$ cat config.mk
export PLATFORM = sky130hd
export DESIGN_NAME = husky_ctrl_top
export DESIGN_NICKNAME = d
export VERILOG_FILES = /design/src/source/husky_pkg.sv /design/src/source/capture_ctrl_regs.sv /design/src/source/capture_fifo.sv /design/src/source/error_flash_timer.sv /design/src/source/host_bus_fsm.sv /design/src/source/husky_ctrl_top.sv
export SDC_FILE = /design/constraint.sdc
export NUM_CORES = 1
export LEC_CHECK = 0
export ABC_CLOCK_PERIOD_IN_PS = 3300
export BUFFER_PORTS_ARGS = -buffer_cell sky130_fd_sc_hd__clkbuf_2
export CAP_MARGIN = 20
export CORE_UTILIZATION = 53
export CTS_CLUSTER_SIZE = 28
export DETAILED_ROUTE_END_ITERATION = 12
export PLACE_DENSITY_LB_ADDON = 0.05
export SETUP_SLACK_MARGIN = 0.15
export SLEW_MARGIN = 20
export SYNTH_ARGS = -nofsm -noshare
export SYNTH_HDL_FRONTEND = slang
export SYNTH_HIERARCHICAL = 1
export SYNTH_SLANG_ARGS = --single-unit
$ cat constraint.sdc
create_clock -name clk_usb_buf -period 3.3 [get_ports clk_usb_buf]
set_input_delay 0.66 -clock clk_usb_buf [delete_from_list [all_inputs] [get_ports clk_usb_buf]]
set_output_delay 0.66 -clock clk_usb_buf [all_outputs]
set_load 0.02 [all_outputs]
$ cat src/source/husky_pkg.sv
`default_nettype none

package husky_pkg;

   // Host register map
   localparam logic [7:0] ADDR_STATUS     = 8'h01; // Read only
   localparam logic [7:0] ADDR_CTRL       = 8'h02;
   localparam logic [7:0] ADDR_TARGET     = 8'h03;
   localparam logic [7:0] ADDR_FIFO_DATA  = 8'h04; // Read pops one byte
   localparam logic [7:0] ADDR_FIFO_COUNT = 8'h05; // In samples

   // Capture control bits, clear and flush self-clear
   localparam int CTRL_ARM_BIT   = 0;
   localparam int CTRL_SRC_BIT   = 1;
   localparam int CTRL_CLEAR_BIT = 2;
   localparam int CTRL_FLUSH_BIT = 3;

   // Target control bits
   localparam int TGT_POWER_OFF_BIT = 0;
   localparam int TGT_AVRPROG_BIT   = 1;
   localparam int TGT_NRST_OE_BIT   = 2;
   localparam int TGT_NRST_BIT      = 3;

   localparam int FIFO_DEPTH   = 32;
   localparam int FIFO_COUNT_W = 6;
   localparam int SAMPLE_W     = 16;

   // Short on purpose so the LED visibly blinks in simulation
   localparam int FLASH_HALF_PERIOD = 8;
   localparam int FLASH_CNT_W       = 3;

   typedef enum logic [1:0] {
      BUS_IDLE,
      BUS_WRITE,
      BUS_READ_WAIT,
      BUS_READ_HOLD
   } bus_state_e;

   typedef enum logic {
      SRC_TRACE = 1'b0,
      SRC_LA    = 1'b1
   } fifo_src_e;

   typedef struct packed {
      logic [7:0] addr;
      logic [7:0] wdata;
      logic       write;   // One-cycle pulse
      logic       read;    // One-cycle pulse
   } reg_bus_t;

   typedef struct packed {
      logic                valid;
      logic [SAMPLE_W-1:0] data;
   } sample_t;

   typedef struct packed {
      logic      arm;
      fifo_src_e src;
      logic      clear_errors;
      logic      flush;
   } capture_ctrl_t;

   typedef struct packed {
      logic power_on;
      logic nrst_oe;
      logic nrst;
      logic mosi_oe;
      logic mosi;
      logic sck_oe;
      logic sck;
   } target_pins_t;

   typedef struct packed {
      logic [7:0] addr;
      logic       cen_n;
      logic       alen_n;
      logic       rdn;
      logic       wrn;
   } host_bus_t;

endpackage

`default_nettype wire

$ cat src/source/capture_ctrl_regs.sv
`default_nettype none

module capture_ctrl_regs import husky_pkg::*; (
   input  wire             clk_usb_buf,
   input  wire             rst_i,
   input  wire reg_bus_t   bus_i,
   output logic [7:0]      rdata_o,
   output capture_ctrl_t   ctrl_o,
   input  wire             sam_mosi_i,
   input  wire             sam_spck_i,
   input  wire             target_miso_i,
   output target_pins_t    target_o,
   output logic            sam_miso_o,
   output logic            sam_miso_oe_o,
   output logic            led_armed_o
);

   logic       arm_q;
   fifo_src_e  src_q;
   logic       clear_q;
   logic       flush_q;
   logic       power_off_q;
   logic       avrprog_q;
   logic       nrst_oe_q;
   logic       nrst_q;
   logic       ctrl_wr;
   logic       tgt_wr;
   logic       drive_ok;

   assign ctrl_wr = bus_i.write && (bus_i.addr == ADDR_CTRL);
   assign tgt_wr  = bus_i.write && (bus_i.addr == ADDR_TARGET);

   always_ff @(posedge clk_usb_buf) begin
      if (rst_i) begin
         arm_q   <= 1'b0;
         src_q   <= SRC_TRACE;
         clear_q <= 1'b0;
         flush_q <= 1'b0;
      end else begin
         clear_q <= ctrl_wr && bus_i.wdata[CTRL_CLEAR_BIT];   // One-cycle pulse
         flush_q <= ctrl_wr && bus_i.wdata[CTRL_FLUSH_BIT];
         if (ctrl_wr) begin
            arm_q <= bus_i.wdata[CTRL_ARM_BIT];
            src_q <= fifo_src_e'(bus_i.wdata[CTRL_SRC_BIT]);
         end
      end
   end

   always_ff @(posedge clk_usb_buf) begin
      if (rst_i) begin
         power_off_q <= 1'b0;   // Target powered
         avrprog_q   <= 1'b0;
         nrst_oe_q   <= 1'b0;
         nrst_q      <= 1'b0;
      end else if (tgt_wr) begin
         power_off_q <= bus_i.wdata[TGT_POWER_OFF_BIT];
         avrprog_q   <= bus_i.wdata[TGT_AVRPROG_BIT];
         nrst_oe_q   <= bus_i.wdata[TGT_NRST_OE_BIT];
         nrst_q      <= bus_i.wdata[TGT_NRST_BIT];
      end
   end

   // Clear and flush are not stored, so they read as zero
   always_comb begin
      rdata_o = '0;
      if (bus_i.addr == ADDR_CTRL) begin
         rdata_o[CTRL_ARM_BIT] = arm_q;
         rdata_o[CTRL_SRC_BIT] = src_q;
      end else if (bus_i.addr == ADDR_TARGET) begin
         rdata_o[TGT_POWER_OFF_BIT] = power_off_q;
         rdata_o[TGT_AVRPROG_BIT]   = avrprog_q;
         rdata_o[TGT_NRST_OE_BIT]   = nrst_oe_q;
         rdata_o[TGT_NRST_BIT]      = nrst_q;
      end
   end

   // Unpowered target gets no driven pins at all
   assign drive_ok = !power_off_q;

   always_comb begin
      target_o.power_on = !power_off_q;
      target_o.mosi     = sam_mosi_i;
      target_o.mosi_oe  = drive_ok && avrprog_q;
      target_o.sck      = sam_spck_i;
      target_o.sck_oe   = drive_ok && avrprog_q;
      target_o.nrst     = nrst_q;
      target_o.nrst_oe  = drive_ok && !avrprog_q && nrst_oe_q;   // Register control only
   end

   assign sam_miso_o    = target_miso_i;
   assign sam_miso_oe_o = drive_ok && avrprog_q;
   assign led_armed_o   = arm_q;

   assign ctrl_o = '{arm: arm_q, src: src_q, clear_errors: clear_q, flush: flush_q};

   a_pulses_single: assert property (@(posedge clk_usb_buf) disable iff (rst_i)
      (clear_q || flush_q) |=> !(clear_q || flush_q));

endmodule

`default_nettype wire

$ cat src/source/capture_fifo.sv
`default_nettype none

module capture_fifo import husky_pkg::*; (
   input  wire                clk_usb_buf,
   input  wire                rst_i,
   input  wire reg_bus_t      bus_i,
   input  wire capture_ctrl_t ctrl_i,
   input  wire sample_t       trace_sample_i,
   input  wire sample_t       la_sample_i,
   output logic [7:0]         rdata_o,
   output logic               error_o
);

   sample_t                  sample_in;
   logic [SAMPLE_W-1:0]      mem_q [FIFO_DEPTH];
   logic [FIFO_COUNT_W-2:0]  wr_ptr_q;
   logic [FIFO_COUNT_W-2:0]  rd_ptr_q;
   logic [FIFO_COUNT_W-1:0]  count_q;
   logic                     hi_phase_q;   // Next data read returns high byte
   logic                     overflow_q;
   logic                     underflow_q;
   logic                     full;
   logic                     empty;
   logic                     push;
   logic                     drop;
   logic                     data_rd;
   logic                     pop;
   logic [SAMPLE_W-1:0]      head;

   assign sample_in = (ctrl_i.src == SRC_LA) ? la_sample_i : trace_sample_i;

   assign full  = (count_q == FIFO_COUNT_W'(FIFO_DEPTH));
   assign empty = (count_q == '0);

   // No back-pressure, a full FIFO loses the sample
   assign push = sample_in.valid && ctrl_i.arm && !full;
   assign drop = sample_in.valid && ctrl_i.arm && full;

   assign data_rd = bus_i.read && (bus_i.addr == ADDR_FIFO_DATA);
   assign pop     = data_rd && hi_phase_q && !empty;
   assign head    = mem_q[rd_ptr_q];

   always_ff @(posedge clk_usb_buf) begin
      if (push) begin
         mem_q[wr_ptr_q] <= sample_in.data;
      end
   end

   always_ff @(posedge clk_usb_buf) begin
      if (rst_i || ctrl_i.flush) begin
         wr_ptr_q   <= '0;
         rd_ptr_q   <= '0;
         count_q    <= '0;
         hi_phase_q <= 1'b0;
      end else begin
         if (push) begin
            wr_ptr_q <= wr_ptr_q + 1'b1;
         end
         if (pop) begin
            rd_ptr_q <= rd_ptr_q + 1'b1;
         end
         if (push && !pop) begin
            count_q <= count_q + 1'b1;
         end else if (pop && !push) begin
            count_q <= count_q - 1'b1;
         end
         if (data_rd && !empty) begin
            hi_phase_q <= !hi_phase_q;
         end
      end
   end

   // Sticky until the host writes clear
   always_ff @(posedge clk_usb_buf) begin
      if (rst_i || ctrl_i.clear_errors) begin
         overflow_q  <= 1'b0;
         underflow_q <= 1'b0;
      end else begin
         if (drop) begin
            overflow_q <= 1'b1;
         end
         if (data_rd && empty) begin
            underflow_q <= 1'b1;
         end
      end
   end

   always_comb begin
      case (bus_i.addr)
         ADDR_STATUS:     rdata_o = {4'b0, underflow_q, overflow_q, full, empty};
         ADDR_FIFO_COUNT: rdata_o = {{(8-FIFO_COUNT_W){1'b0}}, count_q};
         ADDR_FIFO_DATA: begin
            if (empty) begin
               rdata_o = '0;
            end else begin
               rdata_o = hi_phase_q ? head[15:8] : head[7:0];
            end
         end
         default:         rdata_o = '0;
      endcase
   end

   assign error_o = overflow_q | underflow_q;

   a_count_bound: assert property (@(posedge clk_usb_buf) disable iff (rst_i)
      count_q <= FIFO_COUNT_W'(FIFO_DEPTH));

endmodule

`default_nettype wire

$ cat src/source/error_flash_timer.sv
`default_nettype none

module error_flash_timer import husky_pkg::*; (
   input  wire   clk_usb_buf,
   input  wire   rst_i,
   input  wire   error_i,
   output logic  led_error_o
);

   logic [FLASH_CNT_W-1:0]  cnt_q;
   logic                    pattern_q;

   // Free-running, independent of the error flag
   always_ff @(posedge clk_usb_buf) begin
      if (rst_i) begin
         cnt_q     <= '0;
         pattern_q <= 1'b0;
      end else if (cnt_q == FLASH_CNT_W'(FLASH_HALF_PERIOD - 1)) begin
         cnt_q     <= '0;
         pattern_q <= !pattern_q;   // Half period done
      end else begin
         cnt_q <= cnt_q + 1'b1;
      end
   end

   // LED dark unless some error is pending
   assign led_error_o = error_i && pattern_q;

endmodule

`default_nettype wire

$ cat src/source/host_bus_fsm.sv
`default_nettype none

module host_bus_fsm import husky_pkg::*; (
   input  wire             clk_usb_buf,
   input  wire             rst_i,
   input  wire host_bus_t  host_i,
   input  wire [7:0]       usb_data_i,
   input  wire [7:0]       ctrl_rdata_i,
   input  wire [7:0]       fifo_rdata_i,
   output reg_bus_t        bus_o,
   output logic [7:0]      usb_data_o,
   output logic            usb_data_oe_o
);

   bus_state_e  state_q;
   logic [7:0]  addr_q;
   logic [7:0]  wdata_q;
   logic        write_q;
   logic        read_q;
   logic        wrn_q;
   logic        rdn_q;
   logic [7:0]  rdata_q;
   logic        write_start;
   logic        read_start;

   // Falling strobe while chip enable is low
   assign write_start = !host_i.cen_n && !host_i.wrn && wrn_q;
   assign read_start  = !host_i.cen_n && !host_i.rdn && rdn_q;

   always_ff @(posedge clk_usb_buf) begin
      if (rst_i) begin
         wrn_q <= 1'b1;
         rdn_q <= 1'b1;
      end else begin
         wrn_q <= host_i.wrn;
         rdn_q <= host_i.rdn;
      end
   end

   always_ff @(posedge clk_usb_buf) begin
      if (rst_i) begin
         addr_q <= '0;
      end else if (!host_i.alen_n && !host_i.cen_n) begin
         addr_q <= host_i.addr;   // Latched on every ALE cycle
      end
   end

   always_ff @(posedge clk_usb_buf) begin
      if (write_start) begin
         wdata_q <= usb_data_i;
      end
   end

   always_ff @(posedge clk_usb_buf) begin
      if (rst_i) begin
         state_q <= BUS_IDLE;
         write_q <= 1'b0;
         read_q  <= 1'b0;
      end else begin
         write_q <= 1'b0;
         read_q  <= 1'b0;
         case (state_q)
            BUS_IDLE: begin
               if (write_start) begin
                  state_q <= BUS_WRITE;
                  write_q <= 1'b1;
               end else if (read_start) begin
                  state_q <= BUS_READ_WAIT;
                  read_q  <= 1'b1;
               end
            end
            BUS_WRITE: begin
               if (host_i.wrn) begin
                  state_q <= BUS_IDLE;
               end
            end
            BUS_READ_WAIT: state_q <= BUS_READ_HOLD;   // Data captured here
            BUS_READ_HOLD: begin
               if (host_i.rdn) begin
                  state_q <= BUS_IDLE;
               end
            end
            default: state_q <= BUS_IDLE;
         endcase
      end
   end

   // Block replies merged once per read and held until rdn rises
   always_ff @(posedge clk_usb_buf) begin
      if (state_q == BUS_READ_WAIT) begin
         rdata_q <= ctrl_rdata_i | fifo_rdata_i;
      end
   end

   assign bus_o = '{addr: addr_q, wdata: wdata_q, write: write_q, read: read_q};
   assign usb_data_o    = rdata_q;
   assign usb_data_oe_o = (state_q == BUS_READ_HOLD) && !host_i.rdn;

   // Host never holds both strobes low while selected
   a_no_rw_overlap: assert property (@(posedge clk_usb_buf) disable iff (rst_i)
      !(!host_i.cen_n && !host_i.rdn && !host_i.wrn));

endmodule

`default_nettype wire

$ cat src/source/husky_ctrl_top.sv
`default_nettype none

module husky_ctrl_top import husky_pkg::*; (
   input  wire             clk_usb_buf,
   input  wire             rst_i,
   input  wire host_bus_t  host_i,
   input  wire [7:0]       usb_data_i,
   output logic [7:0]      usb_data_o,
   output logic            usb_data_oe_o,
   input  wire sample_t    trace_sample_i,
   input  wire sample_t    la_sample_i,
   input  wire             sam_mosi_i,
   input  wire             sam_spck_i,
   input  wire             target_miso_i,
   output target_pins_t    target_o,
   output logic            sam_miso_o,
   output logic            sam_miso_oe_o,
   output logic            led_error_o,
   output logic            led_armed_o
);

   reg_bus_t       reg_bus;
   logic [7:0]     ctrl_rdata;
   logic [7:0]     fifo_rdata;
   capture_ctrl_t  capture_ctrl;
   logic           fifo_error;

   host_bus_fsm u_host_bus_fsm (
      .clk_usb_buf    (clk_usb_buf),
      .rst_i          (rst_i),
      .host_i         (host_i),
      .usb_data_i     (usb_data_i),
      .ctrl_rdata_i   (ctrl_rdata),
      .fifo_rdata_i   (fifo_rdata),
      .bus_o          (reg_bus),
      .usb_data_o     (usb_data_o),
      .usb_data_oe_o  (usb_data_oe_o)
   );

   capture_ctrl_regs u_capture_ctrl_regs (
      .clk_usb_buf    (clk_usb_buf),
      .rst_i          (rst_i),
      .bus_i          (reg_bus),
      .rdata_o        (ctrl_rdata),
      .ctrl_o         (capture_ctrl),
      .sam_mosi_i     (sam_mosi_i),
      .sam_spck_i     (sam_spck_i),
      .target_miso_i  (target_miso_i),
      .target_o       (target_o),
      .sam_miso_o     (sam_miso_o),
      .sam_miso_oe_o  (sam_miso_oe_o),
      .led_armed_o    (led_armed_o)
   );

   // Shared by trace and LA streams
   capture_fifo u_capture_fifo (
      .clk_usb_buf     (clk_usb_buf),
      .rst_i           (rst_i),
      .bus_i           (reg_bus),
      .ctrl_i          (capture_ctrl),
      .trace_sample_i  (trace_sample_i),
      .la_sample_i     (la_sample_i),
      .rdata_o         (fifo_rdata),
      .error_o         (fifo_error)
   );

   error_flash_timer u_error_flash_timer (
      .clk_usb_buf  (clk_usb_buf),
      .rst_i        (rst_i),
      .error_i      (fifo_error),
      .led_error_o  (led_error_o)
   );

endmodule

`default_nettype wire

==> flow_results.xml, run 1 <==
<?xml version="1.0" encoding="UTF-8"?>
<metrics>
  <group name="drt">
    <metric name="vias" unit="">11900</metric>
    <metric name="wl_per_cell" unit="um">27.2</metric>
    <metric name="drt_wl_total" unit="um">54000</metric>
    <metric name="detail_route.iter0.violations" unit="">1213</metric>
    <metric name="detail_route.drc_violations" unit="">0</metric>
    <metric name="firstDrtPassIters" unit="">5</metric>
    <metric name="ant_nets" unit="">0</metric>
    <metric name="drt-vias-per-instance" unit="">6.02</metric>
  </group>
  <group name="sta">
    <metric name="slew_headroom" unit="%">19.5</metric>
    <metric name="worst_slack" unit="ns">0.264</metric>
    <metric name="finalClockSkew" unit="ns">0.0387</metric>
    <metric name="slew_viol_final" unit="">0</metric>
    <metric name="finalCritPeriodShare" unit="%">92.0</metric>
    <metric name="rsz0062_at_grt" unit="">true</metric>
    <metric name="setup-violations-final" unit="">0</metric>
    <metric name="achievable-frequency" unit="MHz">329</metric>
    <metric name="final_hold_fails" unit="">0</metric>
    <metric name="slew_of_the_pin_with_the_lowest_slew_margin" unit="ns">1.21</metric>
    <metric name="final_period_minus_worst_setup_slack" unit="ns">3.04</metric>
  </group>
  <group name="worst_setup_path">
    <metric name="criticalPathCategory" unit="">register to register</metric>
    <metric name="arrival" unit="ns">3.59</metric>
    <metric name="worstSetupStartpointType" unit="">register</metric>
    <metric name="crit_path_frequent_cell" unit="">ha_1</metric>
    <metric name="worstPathCellList" unit="">or4_4, nor3_4, nor4_4, inv_1, ha_1, inv_2, ha_1, nor2b_1, o21a_1, o21ai_0, or3b_2, a21oi_1</metric>
    <metric name="timing.reg2reg.worst_path_depth" unit="">12</metric>
    <metric name="critical_path.reg2reg.endpoint" unit="">u_capture_fifo/count_q[4]$_SDFFE_PP0P_</metric>
    <metric name="timing.critical_path.slowest_cell_delay" unit="ns">0.57</metric>
    <metric name="critical_path_required" unit="ns">3.85</metric>
    <metric name="critical-path-slowest-cell" unit="">or4_4</metric>
    <metric name="cp-startpoint" unit="">u_capture_fifo/count_q[4]$_SDFFE_PP0P_</metric>
    <metric name="crit_path_max_fanout" unit="">8</metric>
    <metric name="crit-reg2reg-launch" unit="">u_capture_fifo/count_q[4]$_SDFFE_PP0P_</metric>
    <metric name="worst_setup_path_end_kind" unit="">register</metric>
    <metric name="ff2ff_setup_slack" unit="ns">0.26</metric>
  </group>
  <group name="cts">
    <metric name="reg_clk_slew_reported_paths" unit="ns">0.06</metric>
    <metric name="cts_hold_repair.buffers" unit="">0</metric>
    <metric name="cts_tree" unit="">built</metric>
    <metric name="htree_levels" unit="">2</metric>
    <metric name="cts.root.buffer_cell" unit="">clkbuf_16</metric>
    <metric name="tritoncts.num_buffers" unit="">57</metric>
    <metric name="clockBufferDepth" unit="">3</metric>
    <metric name="clock_sinks" unit="">574</metric>
    <metric name="clock_insertion_delay_worst_skew" unit="ns">0.63</metric>
  </group>
  <group name="global_routing">
    <metric name="antenna_found_initial" unit="">1</metric>
    <metric name="track_usage" unit="%">25.0</metric>
    <metric name="grt_pass1_vias" unit="">11800</metric>
    <metric name="grt_pass1_wl" unit="um">78100</metric>
    <metric name="overflow" unit="">0</metric>
    <metric name="maximum_number_of_pins_on_one_net_before_global_route_repair" unit="">33</metric>
  </group>
  <group name="layout">
    <metric name="syn_to_final_growth" unit="%">14.8</metric>
    <metric name="design.final.nets" unit="">1435</metric>
    <metric name="fin_cells" unit="">1985</metric>
    <metric name="fill_cells" unit="">3039</metric>
    <metric name="fraction_of_final_layout_cells_with_drive_strength_greater_than_1" unit="%">33.9</metric>
    <metric name="antenna-diode-count" unit="">0</metric>
  </group>
  <group name="run">
    <metric name="max_cap_violations" unit="">0</metric>
  </group>
  <group name="floorplan">
    <metric name="chipHeight" unit="um">210</metric>
    <metric name="floorplan.initialDensity" unit="%">54.3</metric>
    <metric name="die_w" unit="um">210</metric>
    <metric name="fp.dieArea" unit="um2">44300</metric>
    <metric name="row_count" unit="">75</metric>
    <metric name="core_area" unit="um2">42400</metric>
    <metric name="ioPinCount" unit="">79</metric>
  </group>
  <group name="yosys">
    <metric name="synthesis.area_per_instance" unit="um2">18.9</metric>
    <metric name="syn-instance-count" unit="">1218</metric>
    <metric name="yosysWarningCount" unit="">6</metric>
    <metric name="post_synth_instance_area" unit="um2">23000</metric>
  </group>
  <group name="power_and_ir_drop">
    <metric name="power_density" unit="nW/um2">547</metric>
    <metric name="power.ir.vdd_worst" unit="mV">0.435</metric>
    <metric name="cellLeakagePower" unit="uW">0.00844</metric>
  </group>
  <group name="placement">
    <metric name="gp_congestion" unit="">0.835</metric>
    <metric name="dpl_worst_slack" unit="ns">-0.0397</metric>
    <metric name="hpwlAfterDp" unit="um">34100</metric>
    <metric name="port-buffer-count" unit="">68</metric>
    <metric name="dp.cells" unit="">1878</metric>
  </group>
  <group name="min_path">
    <metric name="worstHoldEndpoint" unit="">u_host_bus_fsm/wdata_q[2]$_DFFE_PP_</metric>
    <metric name="worst_hold_path.num_cells" unit="">1</metric>
    <metric name="worst_hold_path_type" unit="">input pin to register</metric>
    <metric name="holdCritStartpoint" unit="">usb_data_i[2]</metric>
  </group>
  <group name="outcome">
    <metric name="status" unit="">finished, final reports clean</metric>
  </group>
</metrics>
-- how the worst max path moves through the flow --
| stage | end | slack [ns] | cells past startpoint |
|---|---|---|---|
| 2_1_floorplan | u_capture_fifo/count_q[4]$_SDFFE_PP0P_ | 0.21 | 12 |
| 5_1_grt | u_capture_fifo/count_q[4]$_SDFFE_PP0P_ | 0.11 | 12 |
| 3_3_place_gp | u_capture_fifo/count_q[4]$_SDFFE_PP0P_ | 0.06 | 12 |
| 4_1_cts | u_capture_fifo/count_q[4]$_SDFFE_PP0P_ | 0.17 | 12 |
| 3_5_place_dp | u_capture_fifo/count_q[4]$_SDFFE_PP0P_ | -0.04 | 12 |
| 6_report | u_capture_fifo/count_q[4]$_SDFFE_PP0P_ | 0.26 | 12 |
-- sequential cells by signal (all words and copies together) (netlist names), 2 cells and up, named ones only --
| signal | cells |
|---|---|
| u_host_bus_fsm/addr_q | 8 |
| u_capture_fifo/mem_q | 512 |
| u_error_flash_timer/cnt_q | 3 |
| u_host_bus_fsm/usb_data_o | 8 |
| u_capture_fifo/count_q | 6 |
| u_capture_fifo/wr_ptr_q | 5 |
| u_host_bus_fsm/state_q | 2 |
| u_host_bus_fsm/wdata_q | 4 |
| u_capture_fifo/rd_ptr_q | 5 |
-- what timing repair did --
action,CTS,global route
gates resized for setup,3,2
setup buffers,0,2
setup endpoints to repair,2,4
pin swaps,0,1
-- worst max-delay path: cells and delay by family, from the launching register on --
family | cells | cell delay, ns
compound gates | 3 | 0.48
fa+ha+maj | 2 | 0.52
buf+inv | 2 | 0.21
flops | 1 | 0.31
simple gates | 5 | 1.44
-- cell type report --
type	instances	area [um2]	area share, %
clock buffers	71	1510	5.72
flip-flops and latches	574	16700	63.4
inverters	13	48.8	0.185
repair buffers	154	1180	4.47
multi-input cells	562	5920	22.4
well taps	577	722	2.73
clock inverters	34	288	1.09
-- report_power, final --
| part | switching (uW) | internal [uW] | total (uW) |
|---|---|---|---|
| sequential | 10.1 | 7940 | 7950 |
| clock | 2710 | 3560 | 6270 |
| combinational | 167 | 65.6 | 233 |
-- layer usage --
metal	track usage (%)	part of all wire (%)	up-vias
met5	0	0.024	-
met1	35.4	43	6244
met2	40.2	48	417
li1	-	-	5198
met4	7.02	2.4	2
met3	4.51	6.5	79
-- stage by stage --
stage               hold slack [ns]  setup TNS [ns]  instance area [um2]  utilization (%)  total power (uW)
floorplan                     0.396               0                23000                -              8240
global placement              0.411               0                24600             57.9              8330
detailed placement            0.419         -0.0397                24600             57.9              8340
CTS                           0.185               0                26400             62.2             14600
global route                  0.199               0                26400             62.3             14800
finish                        0.213               0                26400             62.3             14500
-- cell usage in the layout (no fill, tap or decap), types with 9 or more instances in the layout --
cell type / n
mux2_2: 35
a21oi_1: 18
nor3_1: 10
clkbuf_2: 68
mux2i_1: 24
clkbuf_1: 12
nand2_1: 34
clkinv_1: 14
dfxtp_1: 45
nor2_2: 32
nor2_1: 35
nor2b_1: 18
buf_4: 71
mux4_2: 127
or2_2: 17
clkbuf_16: 58
nand2b_1: 9
o22ai_1: 18
edfxtp_1: 524
inv_1: 12
o21ai_0: 18
buf_12: 14
a22oi_1: 14
ha_1: 13
nand3_1: 25
(Power assumes the default switching activity.)
==> run 2, diff against run 1 <==
Settings changed: BUFFER_PORTS_ARGS -buffer_cell sky130_fd_sc_hd__clkbuf_2 to -buffer_cell sky130_fd_sc_hd__buf_2.
==> run 2 against run 1 <==
Worst hold slack improved by 0.016 ns. Die area did not move. Sequential cell count did not move. Critical path type unchanged. Global-route usage rose by 0.24 points. Combinational power barely moved. Critical endpoint unchanged. Count of clock-buffer cells in the layout fell by 5. Fmax rose by 1.4%. Highest routed layer is now met4. Sequential share of layout area fell by 0.091 points. Utilization rose by 0.10 points. Largest cell class unchanged. Worst setup slack improved by 0.042 ns.
==> flow_results.xml, run 2 (synthesis gave the netlist of run 1 again) <==
<?xml version="1.0" encoding="UTF-8"?>
<metrics>
  <group name="cts">
    <metric name="clock_sinks" unit="">574</metric>
    <metric name="reg_clk_slew_reported_paths" unit="ns">0.06</metric>
    <metric name="clockBufferDepth" unit="">3</metric>
    <metric name="tritoncts.num_buffers" unit="">56</metric>
    <metric name="cts_hold_repair.buffers" unit="">0</metric>
    <metric name="clock_insertion_delay_worst_skew" unit="ns">0.62</metric>
    <metric name="htree_levels" unit="">2</metric>
    <metric name="cts.root.buffer_cell" unit="">clkbuf_16</metric>
    <metric name="cts_tree" unit="">built</metric>
  </group>
  <group name="worst_setup_path">
    <metric name="worstSetupStartpointType" unit="">register</metric>
    <metric name="worstPathCellList" unit="">or4_4, nor3_4, nor4_4, buf_4, inv_4, ha_4, inv_2, ha_4, nor2b_1, o21a_1, o21ai_1, or3b_2, a21oi_2</metric>
    <metric name="timing.critical_path.slowest_cell_delay" unit="ns">0.57</metric>
    <metric name="arrival" unit="ns">3.53</metric>
    <metric name="crit_family" unit="">simple AND/OR/NAND/NOR gates</metric>
    <metric name="crit_path_max_fanout" unit="">8</metric>
    <metric name="worst-path-buf-inv" unit="">3</metric>
    <metric name="crit_path_frequent_cell" unit="">ha_4</metric>
    <metric name="criticalPathCategory" unit="">register to register</metric>
    <metric name="worst_setup_path_end_kind" unit="">register</metric>
    <metric name="critical_path_required" unit="ns">3.84</metric>
    <metric name="critical-path-slowest-cell" unit="">or4_4</metric>
  </group>
  <group name="global_routing">
    <metric name="track_usage" unit="%">25.2</metric>
    <metric name="maximum_number_of_pins_on_one_net_before_global_route_repair" unit="">34</metric>
    <metric name="antenna_found_initial" unit="">1</metric>
    <metric name="grt_pass1_vias" unit="">11900</metric>
    <metric name="overflow" unit="">0</metric>
    <metric name="grt_pass1_wl" unit="um">78800</metric>
  </group>
  <group name="sta">
    <metric name="setup-tns-final" unit="ns">0</metric>
    <metric name="rsz0062_at_grt" unit="">false</metric>
    <metric name="finalClockSkew" unit="ns">0.0242</metric>
    <metric name="slew_headroom" unit="%">25.0</metric>
    <metric name="achievable-frequency" unit="MHz">334</metric>
    <metric name="whs" unit="ns">0.229</metric>
    <metric name="final_period_minus_worst_setup_slack" unit="ns">2.99</metric>
    <metric name="slew_viol_final" unit="">0</metric>
    <metric name="finalCritPeriodShare" unit="%">90.7</metric>
    <metric name="final_hold_fails" unit="">0</metric>
    <metric name="setup-violations-final" unit="">0</metric>
    <metric name="slew_of_the_pin_with_the_lowest_slew_margin" unit="ns">1.12</metric>
  </group>
  <group name="layout">
    <metric name="largest-register" unit="">u_capture_fifo/mem_q</metric>
    <metric name="number_of_flip_flops_in_the_largest_register" unit="">512</metric>
    <metric name="leading_cell_type_in_the_layout_fill_and_taps_excluded" unit="">edfxtp_1</metric>
    <metric name="final_cell_mix" unit="">edfxtp_1, mux4_2, buf_4, buf_2, clkbuf_16</metric>
    <metric name="fraction_of_final_layout_cells_with_drive_strength_greater_than_1" unit="%">34.5</metric>
    <metric name="fin_cells" unit="">1987</metric>
    <metric name="design.final.nets" unit="">1436</metric>
    <metric name="postLayoutCoreUtil" unit="%">62.4</metric>
    <metric name="syn_to_final_growth" unit="%">15.0</metric>
    <metric name="antenna-diode-count" unit="">0</metric>
  </group>
  <group name="power_and_ir_drop">
    <metric name="cellLeakagePower" unit="uW">0.00843</metric>
    <metric name="power_density" unit="nW/um2">547</metric>
    <metric name="power.ir.vdd_worst" unit="mV">0.466</metric>
    <metric name="finalPower" unit="uW">14500</metric>
  </group>
  <group name="placement">
    <metric name="gp_congestion" unit="">0.862</metric>
    <metric name="port-buffer-count" unit="">68</metric>
    <metric name="hpwlAfterDp" unit="um">34600</metric>
    <metric name="dp.cells" unit="">1879</metric>
  </group>
  <group name="drt">
    <metric name="detail_route.drc_violations" unit="">0</metric>
    <metric name="ant_nets" unit="">0</metric>
    <metric name="drt_wl_total" unit="um">54200</metric>
    <metric name="wl_per_cell" unit="um">27.3</metric>
    <metric name="drt-vias-per-instance" unit="">6.03</metric>
    <metric name="vias" unit="">12000</metric>
    <metric name="detail_route.iter0.violations" unit="">1125</metric>
    <metric name="firstDrtPassIters" unit="">6</metric>
  </group>
  <group name="floorplan">
    <metric name="row_count" unit="">75</metric>
    <metric name="die_w" unit="um">210</metric>
    <metric name="fp.dieArea" unit="um2">44300</metric>
    <metric name="chipHeight" unit="um">210</metric>
    <metric name="floorplan.initialDensity" unit="%">54.3</metric>
    <metric name="ioPinCount" unit="">79</metric>
    <metric name="core_area" unit="um2">42400</metric>
  </group>
  <group name="run">
    <metric name="max_cap_violations" unit="">0</metric>
  </group>
  <group name="outcome">
    <metric name="status" unit="">finished, final reports clean</metric>
  </group>
  <group name="min_path">
    <metric name="worst_hold_path_type" unit="">input pin to register</metric>
  </group>
</metrics>
## run 2: cell types whose count changed in the layout (fill, tap and decap cells not counted), moves of 2 or more
| cell | previous run | this run |
|---|---|---|
| buf_2 | 0 | 68 |
| clkbuf_2 | 68 | 0 |
| buf_4 | 71 | 74 |
| clkinv_2 | 7 | 10 |
| bufinv_16 | 4 | 6 |
| clkbuf_1 | 12 | 10 |
| clkbuf_16 | 58 | 56 |
| clkinvlp_4 | 4 | 6 |
| ha_1 | 13 | 11 |
| ha_4 | 0 | 2 |
## run 2: metal layers
metal	vias up	routed length [um]	global-route usage, %
met5	-	0	0
met4	0	1240	7.87
met3	66	4300	4.99
met2	444	26500	41.0
met1	6270	22100	34.7
li1	5197	-	-
## run 2: per-stage QoR
stage | cell area [um2] | worst slack (ns)
after floorplan | 23000 | 0.207
after global placement | 24600 | 0.0128
after detailed placement | 24600 | -0.0117
after CTS | 26400 | 0.159
after global routing | 26500 | 0.182
final | 26500 | 0.306
## run 2: path summary, 6_finish.rpt
path | slack, ns | startpoint | endpoint | cells after the start
hold reg to reg | 0.42 | u_error_flash_timer/cnt_q[0]$_SDFF_PP0_ | u_error_flash_timer/cnt_q[0]$_SDFF_PP0_ | 1
hold / removal | 0.23 | usb_data_i[2] | u_host_bus_fsm/wdata_q[2]$_DFFE_PP_ | 1
setup reg to reg | 0.31 | u_capture_fifo/count_q[1]$_SDFFE_PP0P_ | u_capture_fifo/count_q[4]$_SDFFE_PP0P_ | 13
setup / recovery | 0.31 | u_capture_fifo/count_q[1]$_SDFFE_PP0P_ | u_capture_fifo/count_q[4]$_SDFFE_PP0P_ | 13
## run 2: worst reg2reg max path: stages (launching register included)
cell     delay (ns)
dfxtp_4        0.36
or4_4          0.58
nor3_4         0.24
nor4_4         0.07
buf_4          0.17
inv_4          0.07
ha_4           0.14
inv_2          0.08
ha_4           0.22
nor2b_1        0.12
o21a_1         0.18
o21ai_1        0.11
or3b_2         0.46
a21oi_2        0.14
## run 2: power breakdown
part | switching (uW) | internal, uW | total, uW | leakage, uW
logic | 164 | 65.9 | 230 | 0.00244
registers | 9.56 | 7940 | 7950 | 0.00512
clock network | 2710 | 3600 | 6300 | 0.000870
## run 2: cell type report
| type | count | area (um2) |
|---|---|---|
| sequential | 574 | 16800 |
| multi-input combinational | 562 | 5950 |
| timing repair buffer | 156 | 1170 |
| clock inverter | 39 | 373 |
| fill | 3078 | 16000 |
| tap | 577 | 722 |
| inverter | 13 | 51.3 |
| clock buffer | 66 | 1440 |
## run 2: timing repair
action / in CTS / in global routing
endpoints found under the setup margin: 2 / 2
setup buffers: 0 / 3
gates resized for setup: 3 / 11
pin swaps: 0 / 3
